==> src/rtl/decode_pkg.sv <==
/* RV32I base integer encodings only; CSR, system and fence words decode as INVALID
   Operation codes carry their execution unit in the upper three bits */
package decode_pkg;

    //////////////////////////////
    // Widths and encodings
    //////////////////////////////

    localparam int XLEN   = 32;          // Data and PC width
    localparam int REG_AW = 5;           // Register address width
    localparam int TAG_W  = 3;           // Instruction tag width

    localparam logic [6:0] OPC_LOAD   = 7'b0000011;
    localparam logic [6:0] OPC_STORE  = 7'b0100011;
    localparam logic [6:0] OPC_BRANCH = 7'b1100011;
    localparam logic [6:0] OPC_JALR   = 7'b1100111;
    localparam logic [6:0] OPC_JAL    = 7'b1101111;
    localparam logic [6:0] OPC_OP_IMM = 7'b0010011;
    localparam logic [6:0] OPC_OP     = 7'b0110011;
    localparam logic [6:0] OPC_LUI    = 7'b0110111;
    localparam logic [6:0] OPC_AUIPC  = 7'b0010111;

    localparam logic [6:0] F7_BASE = 7'b0000000;
    localparam logic [6:0] F7_ALT  = 7'b0100000;       // SUB, SRA and SRAI

    localparam logic [31:0] NOP_WORD = 32'h0000_0013;  // ADDI x0, x0, 0

    //////////////////////////////
    // Operation and format
    //////////////////////////////

    typedef enum logic [2:0] {
        ALU_UNIT    = 3'b000,
        SHIFT_UNIT  = 3'b001,
        BRANCH_UNIT = 3'b010,
        MEMORY_UNIT = 3'b011,
        NO_UNIT     = 3'b111            // Not executed, raises an exception
    } unit_e;

    typedef enum logic [5:0] {
        NOP     = 6'b000_000,
        ADD     = 6'b000_001,
        SUB     = 6'b000_010,
        SLT     = 6'b000_011,
        SLTU    = 6'b000_100,
        XOR     = 6'b000_101,
        OR      = 6'b000_110,
        AND     = 6'b000_111,
        LUI     = 6'b001_000,           // Passes the shifted immediate
        SLL     = 6'b001_001,
        SRL     = 6'b001_010,
        SRA     = 6'b001_011,
        JAL     = 6'b010_000,
        JALR    = 6'b010_001,
        BEQ     = 6'b010_010,
        BNE     = 6'b010_011,
        BLT     = 6'b010_100,
        BGE     = 6'b010_101,
        BLTU    = 6'b010_110,
        BGEU    = 6'b010_111,
        LB      = 6'b011_000,
        LH      = 6'b011_001,
        LW      = 6'b011_010,
        LBU     = 6'b011_011,
        LHU     = 6'b011_100,
        SB      = 6'b011_101,
        SH      = 6'b011_110,
        SW      = 6'b011_111,
        INVALID = 6'b111_111
    } op_e;

    typedef enum logic [2:0] {
        R_TYPE, I_TYPE, S_TYPE, B_TYPE, U_TYPE, J_TYPE
    } format_e;

    //////////////////////////////
    // Instruction word views
    //////////////////////////////

    typedef struct packed {
        logic [6:0] funct7;
        logic [4:0] rs2;
        logic [4:0] rs1;
        logic [2:0] funct3;
        logic [4:0] rd;
        logic [6:0] opcode;
    } r_fmt_t;

    typedef struct packed {
        logic [11:0] imm_11_0;
        logic [4:0]  rs1;
        logic [2:0]  funct3;
        logic [4:0]  rd;
        logic [6:0]  opcode;
    } i_fmt_t;

    typedef struct packed {
        logic [6:0] imm_11_5;
        logic [4:0] rs2;
        logic [4:0] rs1;
        logic [2:0] funct3;
        logic [4:0] imm_4_0;
        logic [6:0] opcode;
    } s_fmt_t;

    typedef struct packed {
        logic       imm_12;
        logic [5:0] imm_10_5;
        logic [4:0] rs2;
        logic [4:0] rs1;
        logic [2:0] funct3;
        logic [3:0] imm_4_1;
        logic       imm_11;
        logic [6:0] opcode;
    } b_fmt_t;

    typedef struct packed {
        logic [19:0] imm_31_12;
        logic [4:0]  rd;
        logic [6:0]  opcode;
    } u_fmt_t;

    typedef struct packed {
        logic       imm_20;
        logic [9:0] imm_10_1;
        logic       imm_11;
        logic [7:0] imm_19_12;
        logic [4:0] rd;
        logic [6:0] opcode;
    } j_fmt_t;

    typedef union packed {
        logic [31:0] raw;
        r_fmt_t      r;
        i_fmt_t      i;
        s_fmt_t      s;
        b_fmt_t      b;
        u_fmt_t      u;
        j_fmt_t      j;
    } instr_u;

    //////////////////////////////
    // Port bundles
    //////////////////////////////

    typedef struct packed {
        instr_u            instr;
        logic [XLEN-1:0]   pc;
        logic [TAG_W-1:0]  tag;
    } fetch_t;

    typedef struct packed {
        logic [XLEN-1:0]   first_op;
        logic [XLEN-1:0]   second_op;
        logic [XLEN-1:0]   third_op;
        logic [XLEN-1:0]   pc;
        instr_u            instr;
        logic [TAG_W-1:0]  tag;
        op_e               op;
        logic              exception;  // Operation is INVALID
    } issue_t;

endpackage
==> src/rtl/decode_stage.sv <==
/* Fetch must hold its word, PC and tag while hazard_o is high
   Register file read is asynchronous and addressed from the current word */
module decode_stage
    import decode_pkg::*;
(
    input  logic              clk,
    input  logic              reset,
    input  logic              stall_i,      // Later stage busy
    input  fetch_t            fetch_i,
    input  logic [XLEN-1:0]   rs1_data_i,
    input  logic [XLEN-1:0]   rs2_data_i,
    output logic [REG_AW-1:0] rs1_addr_o,
    output logic [REG_AW-1:0] rs2_addr_o,
    output logic [REG_AW-1:0] rd_o,         // Destination two issues back
    output issue_t            issue_o,
    output logic              hazard_o      // Fetch holds while high
);

    instr_u          instr;
    instr_u          instr_r;
    logic            hazard_r;
    op_e             op;
    format_e         fmt;
    logic [XLEN-1:0] imm;
    logic [XLEN-1:0] first_op;
    logic [XLEN-1:0] second_op;
    logic [XLEN-1:0] third_op;
    issue_t          issue_d;

    //////////////////////////////
    // Replay of a held word
    //////////////////////////////

    assign instr = hazard_r ? instr_r : fetch_i.instr;

    always_ff @(posedge clk) begin
        instr_r <= instr;                   // Loads on stalled cycles too
        if (reset) begin
            hazard_r <= 1'b0;
        end else begin
            hazard_r <= hazard_o;
        end
    end

    assign rs1_addr_o = instr.r.rs1;
    assign rs2_addr_o = instr.r.rs2;

    instr_classifier u_classifier (
        .instr_i  (instr),
        .op_o     (op),
        .format_o (fmt)
    );

    imm_gen u_imm_gen (
        .instr_i  (instr),
        .format_i (fmt),
        .imm_o    (imm)
    );

    reg_lock_queue u_lock_queue (
        .clk      (clk),
        .reset    (reset),
        .stall_i  (stall_i),
        .instr_i  (instr),
        .op_i     (op),
        .hazard_o (hazard_o),
        .rd_o     (rd_o)
    );

    //////////////////////////////
    // Operand select
    //////////////////////////////

    assign first_op  = (fmt == U_TYPE || fmt == J_TYPE) ? fetch_i.pc : rs1_data_i;
    assign second_op = (fmt == R_TYPE || fmt == B_TYPE) ? rs2_data_i : imm;
    assign third_op  = (fmt == S_TYPE) ? rs2_data_i : imm;

    always_comb begin
        issue_d     = '0;                   // Bubble unless the word issues
        issue_d.op  = NOP;
        issue_d.tag = fetch_i.tag;
        if (!hazard_o) begin
            issue_d.first_op  = first_op;
            issue_d.second_op = second_op;
            issue_d.third_op  = third_op;
            issue_d.pc        = fetch_i.pc;
            issue_d.instr     = instr;
            issue_d.op        = op;
            issue_d.exception = (op == INVALID);
        end
    end

    //////////////////////////////
    // Issue register
    //////////////////////////////

    always_ff @(posedge clk) begin
        if (reset) begin
            issue_o <= '0;                  // NOP encodes as zero
        end else if (!stall_i) begin
            issue_o <= issue_d;
        end
    end

endmodule

==> src/rtl/reg_lock_queue.sv <==
/* Destination field enters for every word, stores and branches included
   Hazard output is combinational from the current word and queue state */
module reg_lock_queue
    import decode_pkg::*;
(
    input  logic              clk,
    input  logic              reset,
    input  logic              stall_i,
    input  instr_u            instr_i,
    input  op_e               op_i,
    output logic              hazard_o,
    output logic [REG_AW-1:0] rd_o
);

    typedef struct packed {
        logic [REG_AW-1:0] rd;
        logic              store;
    } lock_entry_t;

    lock_entry_t lock_q [2];             // Entry 0 is the newest
    lock_entry_t entry_in;
    logic        is_store;
    logic        mem_hazard;
    logic        reg_hazard;

    assign is_store = (op_i == SB) || (op_i == SH) || (op_i == SW);

    always_comb begin
        entry_in = '0;                   // Bubble locks nothing
        if (!hazard_o) begin
            entry_in.rd    = instr_i.r.rd;
            entry_in.store = is_store;
        end
    end

    //////////////////////////////
    // Queue
    //////////////////////////////

    always_ff @(posedge clk) begin
        if (reset) begin
            lock_q[0] <= '0;
            lock_q[1] <= '0;
        end else if (!stall_i) begin
            lock_q[0] <= entry_in;
            lock_q[1] <= lock_q[0];
        end
    end

    assign rd_o = lock_q[1].rd;

    //////////////////////////////
    // Hazard
    //////////////////////////////

    assign mem_hazard = (lock_q[0].store || lock_q[1].store)
                        && (unit_e'(op_i[5:3]) == MEMORY_UNIT);

    assign reg_hazard = (lock_q[0].rd != '0)
                        && ((lock_q[0].rd == instr_i.r.rs1) || (lock_q[0].rd == instr_i.r.rs2));

    assign hazard_o = mem_hazard || reg_hazard;

endmodule

==> src/rtl/imm_gen.sv <==
/* Combinational; R format yields a zero immediate
   The sign always comes from instruction bit 31 */
module imm_gen
    import decode_pkg::*;
(
    input  instr_u          instr_i,
    input  format_e         format_i,
    output logic [XLEN-1:0] imm_o
);

    logic sign;

    assign sign = instr_i.raw[31];

    always_comb begin
        case (format_i)
            I_TYPE: imm_o = {{20{sign}}, instr_i.i.imm_11_0};
            S_TYPE: imm_o = {{20{sign}},
                             instr_i.s.imm_11_5,
                             instr_i.s.imm_4_0};
            B_TYPE: imm_o = {{20{sign}},
                             instr_i.b.imm_11,
                             instr_i.b.imm_10_5,
                             instr_i.b.imm_4_1,
                             1'b0};               // Halfword aligned offset
            U_TYPE: imm_o = {instr_i.u.imm_31_12, 12'b0};
            J_TYPE: imm_o = {{12{sign}},
                             instr_i.j.imm_19_12,
                             instr_i.j.imm_11,
                             instr_i.j.imm_10_1,
                             1'b0};               // Halfword aligned offset
            default: imm_o = '0;                  // R format has no immediate
        endcase
    end

    // Bit 12 of B and bit 20 of J sit at instruction bit 31,
    // so the replicated sign above already covers them

endmodule

==> src/rtl/instr_classifier.sv <==
/* Combinational; the canonical NOP word is the only word that decodes as NOP
   Format comes from the opcode alone, so unknown opcodes give R format */
module instr_classifier
    import decode_pkg::*;
(
    input  instr_u  instr_i,
    output op_e     op_o,
    output format_e format_o
);

    logic [6:0] opcode;
    logic [6:0] funct7;
    logic [2:0] funct3;

    assign opcode = instr_i.r.opcode;
    assign funct7 = instr_i.r.funct7;
    assign funct3 = instr_i.r.funct3;

    //////////////////////////////
    // Operation
    //////////////////////////////

    always_comb begin
        op_o = INVALID;                              // Anything not matched below
        if (instr_i.raw == NOP_WORD) begin
            op_o = NOP;
        end else begin
            case (opcode)
                OPC_LUI:   op_o = LUI;
                OPC_AUIPC: op_o = ADD;               // PC plus upper immediate
                OPC_JAL:   op_o = JAL;
                OPC_JALR:  op_o = (funct3 == 3'b000) ? JALR : INVALID;
                OPC_BRANCH: case (funct3)
                    3'b000:  op_o = BEQ;
                    3'b001:  op_o = BNE;
                    3'b100:  op_o = BLT;
                    3'b101:  op_o = BGE;
                    3'b110:  op_o = BLTU;
                    3'b111:  op_o = BGEU;
                    default: op_o = INVALID;
                endcase
                OPC_LOAD: case (funct3)
                    3'b000:  op_o = LB;
                    3'b001:  op_o = LH;
                    3'b010:  op_o = LW;
                    3'b100:  op_o = LBU;
                    3'b101:  op_o = LHU;
                    default: op_o = INVALID;
                endcase
                OPC_STORE: case (funct3)
                    3'b000:  op_o = SB;
                    3'b001:  op_o = SH;
                    3'b010:  op_o = SW;
                    default: op_o = INVALID;
                endcase
                OPC_OP_IMM: case (funct3)
                    3'b000:  op_o = ADD;             // ADDI
                    3'b010:  op_o = SLT;
                    3'b011:  op_o = SLTU;
                    3'b100:  op_o = XOR;
                    3'b110:  op_o = OR;
                    3'b111:  op_o = AND;
                    3'b001:  op_o = (funct7 == F7_BASE) ? SLL : INVALID;
                    default: begin                   // SRLI and SRAI share funct3
                        if (funct7 == F7_BASE) begin
                            op_o = SRL;
                        end else if (funct7 == F7_ALT) begin
                            op_o = SRA;
                        end
                    end
                endcase
                OPC_OP: case ({funct7, funct3})
                    {F7_BASE, 3'b000}: op_o = ADD;
                    {F7_ALT,  3'b000}: op_o = SUB;
                    {F7_BASE, 3'b001}: op_o = SLL;
                    {F7_BASE, 3'b010}: op_o = SLT;
                    {F7_BASE, 3'b011}: op_o = SLTU;
                    {F7_BASE, 3'b100}: op_o = XOR;
                    {F7_BASE, 3'b101}: op_o = SRL;
                    {F7_ALT,  3'b101}: op_o = SRA;
                    {F7_BASE, 3'b110}: op_o = OR;
                    {F7_BASE, 3'b111}: op_o = AND;
                    default:           op_o = INVALID;
                endcase
                default: op_o = INVALID;
            endcase
        end
    end

    //////////////////////////////
    // Encoding format
    //////////////////////////////

    always_comb begin
        case (opcode)
            OPC_OP_IMM, OPC_JALR, OPC_LOAD: format_o = I_TYPE;
            OPC_STORE:                      format_o = S_TYPE;
            OPC_BRANCH:                     format_o = B_TYPE;
            OPC_LUI, OPC_AUIPC:             format_o = U_TYPE;
            OPC_JAL:                        format_o = J_TYPE;
            default:                        format_o = R_TYPE;
        endcase
    end

endmodule

==> config.mk <==
export PLATFORM = sky130hd
export DESIGN_NAME = decode_stage
export DESIGN_NICKNAME = d
export VERILOG_FILES = /design/src/rtl/decode_pkg.sv /design/src/rtl/decode_stage.sv /design/src/rtl/reg_lock_queue.sv /design/src/rtl/imm_gen.sv /design/src/rtl/instr_classifier.sv
export SDC_FILE = /design/constraint.sdc
export NUM_CORES = 1
export LEC_CHECK = 0
export BUFFER_PORTS_ARGS = -buffer_cell sky130_fd_sc_hd__buf_2
export CORE_MARGIN = 10
export CORE_UTILIZATION = 40
export CTS_CLUSTER_DIAMETER = 80
export DETAILED_ROUTE_END_ITERATION = 8
export PLACE_DENSITY = 0.72
export SLEW_MARGIN = 20
export SYNTH_ARGS = -nofsm -noshare
export SYNTH_HDL_FRONTEND = slang
export SYNTH_SLANG_ARGS = --single-unit
export TNS_END_PERCENT = 50
==> constraint.sdc <==
create_clock -name clk -period 4.55 [get_ports clk]
set_input_delay 0.2275 -clock clk [delete_from_list [all_inputs] [get_ports clk]]
set_output_delay 0.2275 -clock clk [all_outputs]
set_load 0.05 [all_outputs]
==> metrics.json <==
{
  "critical_path.startpoint_type": "flip-flop",
  "synthMostInstantiatedCell": "sky130_fd_sc_hd__dfxtp_1",
  "vdd_ir_drop_max_v": 0.000341,
  "clockBufferDepth": 3,
  "critical_path.top_delay_family": "flip-flops",
  "insertion_delay_ns": 0.52,
  "detailed_place.area_mm2": 0.0113,
  "tns_ns": 0,
  "dp.cells": 1602,
  "ys_top_cells_by_area": "sky130_fd_sc_hd__dfxtp_1 43%, sky130_fd_sc_hd__mux2i_1 11%, sky130_fd_sc_hd__nand2_1 5.8%",
  "critical_path_cell_with_the_highest_stage_delay": "sky130_fd_sc_hd__dfxtp_2",
  "critical_path_peak_fanout": 39,
  "post-cts-setup-buffers": 0,
  "core-area_mm2": 0.0235,
  "post_synth_num_cell_types": 69,
  "floorplan.rows": 56,
  "gr-usage-met1_pct": 26.1,
  "grt_pass1_vias": 9105,
  "pin_count": 320,
  "area_growth_syn_to_layout_pct": 35.7,
  "vias": 9042,
  "critPathRequiredTime_ns": 4.32,
  "synth_largest_area_cell": "sky130_fd_sc_hd__dfxtp_1",
  "holdCritPathClass": "in -> reg",
  "totalWireLength_um": 34900,
  "clock_tree.htree_level_count": 1,
  "die_h_um": 174,
  "io_buffers": 319,
  "layout.core_utilization_pct": 55.1,
  "holdBufCountCts": 79,
  "finalHoldViolations": 0,
  "power.share.switching_pct": 31.3,
  "ys_seq_area_share_pct": 46.4,
  "cts-buffers-inserted": 24,
  "total_switching_power_mw": 1.61,
  "finalNonFillerCells": 1726,
  "final_max_slew_viol_count": 0,
  "global_route.overflow_total": 0,
  "clk_pin_slew_worst_setup_hold_paths_ns": 0.07,
  "avgViaCountPerCell": 5.24,
  "hold_path.startpoint": "rs2_data_i[17]",
  "min_period_ns": 3.82,
  "drtAntennaViolNets": 0,
  "internal_power_mw": 3.54,
  "maxSlewHeadroom_pct": 25.8,
  "postSynthCellCount": 1015,
  "numClockSinks": 215,
  "finalWeightedCongestion": 0.901,
  "clock_power_share_pct": 39.2,
  "worst_slew_pin_slew_ns": 1.11,
  "dp_hpwl_um": 25200,
  "multi_input_area_mm2": 0.00449,
  "maxCapViolCount": 0,
  "finalSetupViolations": 0,
  "cts_tree": "done",
  "postSynth.asyncResetShare_pct": 0,
  "path_buf_inv": 2,
  "holdPathStages": 3,
  "finalCritPeriodShare_pct": 84.0,
  "grt_start_max_net_pins": 168,
  "detailedRoute.firstPassIterationCount": 5,
  "ff2ff_path_depth": 10,
  "floorplan.initialDensity_pct": 40.6,
  "global_route.usage.total_pct": 21.7,
  "cp.arrival_ns": 3.59,
  "end_kind": "output pin",
  "postSynthRegisterBits": 215,
  "drive_gt1_share_pct": 32.6,
  "seq_power_share_pct": 40.7,
  "capture_point_of_the_worst_reg_to_reg_path": "issue_o[131]$_SDFFE_PP0N_",
  "cp_slowest_stage_delay_ns": 0.74,
  "die_width_um": 174,
  "synthFlopType": "sky130_fd_sc_hd__dfxtp_1",
  "p_per_area_mw_per_mm2": 399,
  "drc": 0,
  "first_pass_grt_wire_length_um": 53500,
  "crit_path_cell_trace": "buf_12 -> mux2i_1 -> o21ai_0 -> o211a_1 -> nor3_1 -> a21boi_2 -> or3_1 -> buf_2",
  "timing.clock.skew_ns": 0.0157,
  "die-area_mm2": 0.0304,
  "setup.worst_path.class": "reg -> out",
  "nNetsFinal": 1522,
  "antenna_found_initial": 1,
  "number_of_instances_resized_during_post_cts_repair": 0,
  "first_iter_violations": 843,
  "cellLeakagePower_nw": 6.06,
  "maxClockFrequency_ghz": 0.262,
  "gr-usage-met3_pct": 6.07,
  "run_status": "complete, no violations",
  "routedWlPerCell_um": 20.2,
  "worstHoldEndpoint": "issue_o[123]$_SDFFE_PP0N_",
  "worst_r2r_start": "hazard_r$_SDFF_PP0_",
  "grt.met2_usage_pct": 36.9,
  "synth.cell_area_mm2": 0.00953,
  "ys_warn_count": 0,
  "final_design_area_no_fill_mm2": 0.0129,
  "syn_avg_cell_area_um2": 9.39,
  "pwr-share-comb_pct": 20.1,
  "layout.filler_cells": 2081,
  "rrSetupSlack_ns": 0.87,
  "rsz_0062_raised_after_global_routing": "no",
  "synth_enable_flop_cells": 12,
  "busiest_layer": "met2",
  "synth_top_area_share_pct": 42.6,
  "synth.cells.most_frequent": "203 x sky130_fd_sc_hd__dfxtp_1, 147 x sky130_fd_sc_hd__nand2_1, 109 x sky130_fd_sc_hd__mux2i_1, 104 x sky130_fd_sc_hd__o21ai_0, 55 x sky130_fd_sc_hd__o21ai_2",
  "clock-root-buffer": "sky130_fd_sc_hd__clkbuf_16",
  "layout_setup_ws_ns": 0.729,
  "pre_cts_ws_ns": 0.924,
  "layout.area.seq_mm2": 0.00443,
  "synthesis.nets": 1149
}
worst register-to-register path: cells and delay by family (launching register included):
family | cells | cell delay (ns)
flops | 1 | 0.74
simple gates | 3 | 0.73
compound gates | 2 | 0.42
buf+inv | 4 | 0.97
mux | 1 | 0.70
registers in the layout (all words and copies together) (netlist names):
signal	flops
u_lock_queue.lock_q	12
hazard_r	1
instr_r	32
issue_o	170
stage by stage:
step | hold WS (ns) | power, mW
2_1_floorplan | 0.299 | 2.82
3_3_place_gp | 0.429 | 3.10
3_5_place_dp | 0.434 | 3.12
4_1_cts | 0.000449 | 5.19
5_1_grt | 0.0112 | 5.34
6_report | 0.00972 | 5.16
cell families after synthesis:
| family | synth area share [%] |
|---|---|
| AO/OA/AOI/OAI | 20.8 |
| multiplexers | 11.7 |
| XOR/XNOR | 0.735 |
| buffers and inverters | 6.77 |
| flip-flops | 46.4 |
| AND/OR/NAND/NOR | 13.6 |
how the worst max path moves through the flow:
stage,start,endpoint,slack [ns],cells after the start
floorplan,hazard_r$_SDFF_PP0_,u_lock_queue.lock_q[0][3]$_SDFFCE_PP0P_,1.75,11
global placement,hazard_r$_SDFF_PP0_,issue_o[77]$_SDFFE_PP0N_,0.98,10
detailed placement,hazard_r$_SDFF_PP0_,issue_o[122]$_SDFFE_PP0N_,0.92,10
CTS,hazard_r$_SDFF_PP0_,hazard_o,0.70,8
global route,hazard_r$_SDFF_PP0_,hazard_o,0.43,8
finish,hazard_r$_SDFF_PP0_,hazard_o,0.73,8
layer usage:
layer,wire length (µm),vias to the layer above
li1,-,4356
met1,14100,4268
met2,16600,360
met3,3170,58
met4,977,0
met5,0,-
final cells by class:
| cell class | count | area share, % |
|---|---|---|
| multi-input cells | 686 | 34.7 |
| repair buffers | 425 | 20.5 |
| diodes | 1 | 0.0193 |
| clock buffers | 29 | 5.11 |
| clock inverters | 15 | 1.29 |
| well taps | 319 | 3.09 |
| flip-flops and latches | 215 | 34.2 |
| inverters | 36 | 1.04 |
power by group through the flow:
stage	Sequential (mW)	Clock (mW)	Combinational, mW
2_1_floorplan	2.45	0	0.368
3_3_place_gp	2.13	0	0.970
3_5_place_dp	2.14	0	0.977
4_1_cts	2.10	2.05	1.03
5_1_grt	2.12	2.13	1.10
6_report	2.10	2.02	1.03
layout by cell type (no fill, tap or decap), types with 8 or more instances in the layout:
| cell type | Yosys | layout |
|---|---|---|
| sky130_fd_sc_hd__clkbuf_16 | 0 | 25 |
| sky130_fd_sc_hd__o21ai_2 | 55 | 55 |
| sky130_fd_sc_hd__buf_2 | 11 | 319 |
| sky130_fd_sc_hd__o21ai_0 | 104 | 104 |
| sky130_fd_sc_hd__nor3_1 | 16 | 16 |
| sky130_fd_sc_hd__nand2_1 | 147 | 146 |
| sky130_fd_sc_hd__o22ai_1 | 14 | 14 |
| sky130_fd_sc_hd__edfxtp_1 | 12 | 12 |
| sky130_fd_sc_hd__dlygate4sd3_1 | 0 | 79 |
| sky130_fd_sc_hd__inv_1 | 36 | 36 |
| sky130_fd_sc_hd__and2_1 | 11 | 11 |
| sky130_fd_sc_hd__mux2i_1 | 109 | 109 |
| sky130_fd_sc_hd__buf_4 | 19 | 22 |
| sky130_fd_sc_hd__nand2b_1 | 9 | 8 |
| sky130_fd_sc_hd__a21oi_1 | 22 | 22 |
| sky130_fd_sc_hd__nor2_1 | 44 | 44 |
| sky130_fd_sc_hd__a22o_1 | 37 | 37 |
| sky130_fd_sc_hd__dfxtp_1 | 203 | 202 |
Note: power is estimated with default switching activity, not from simulation.
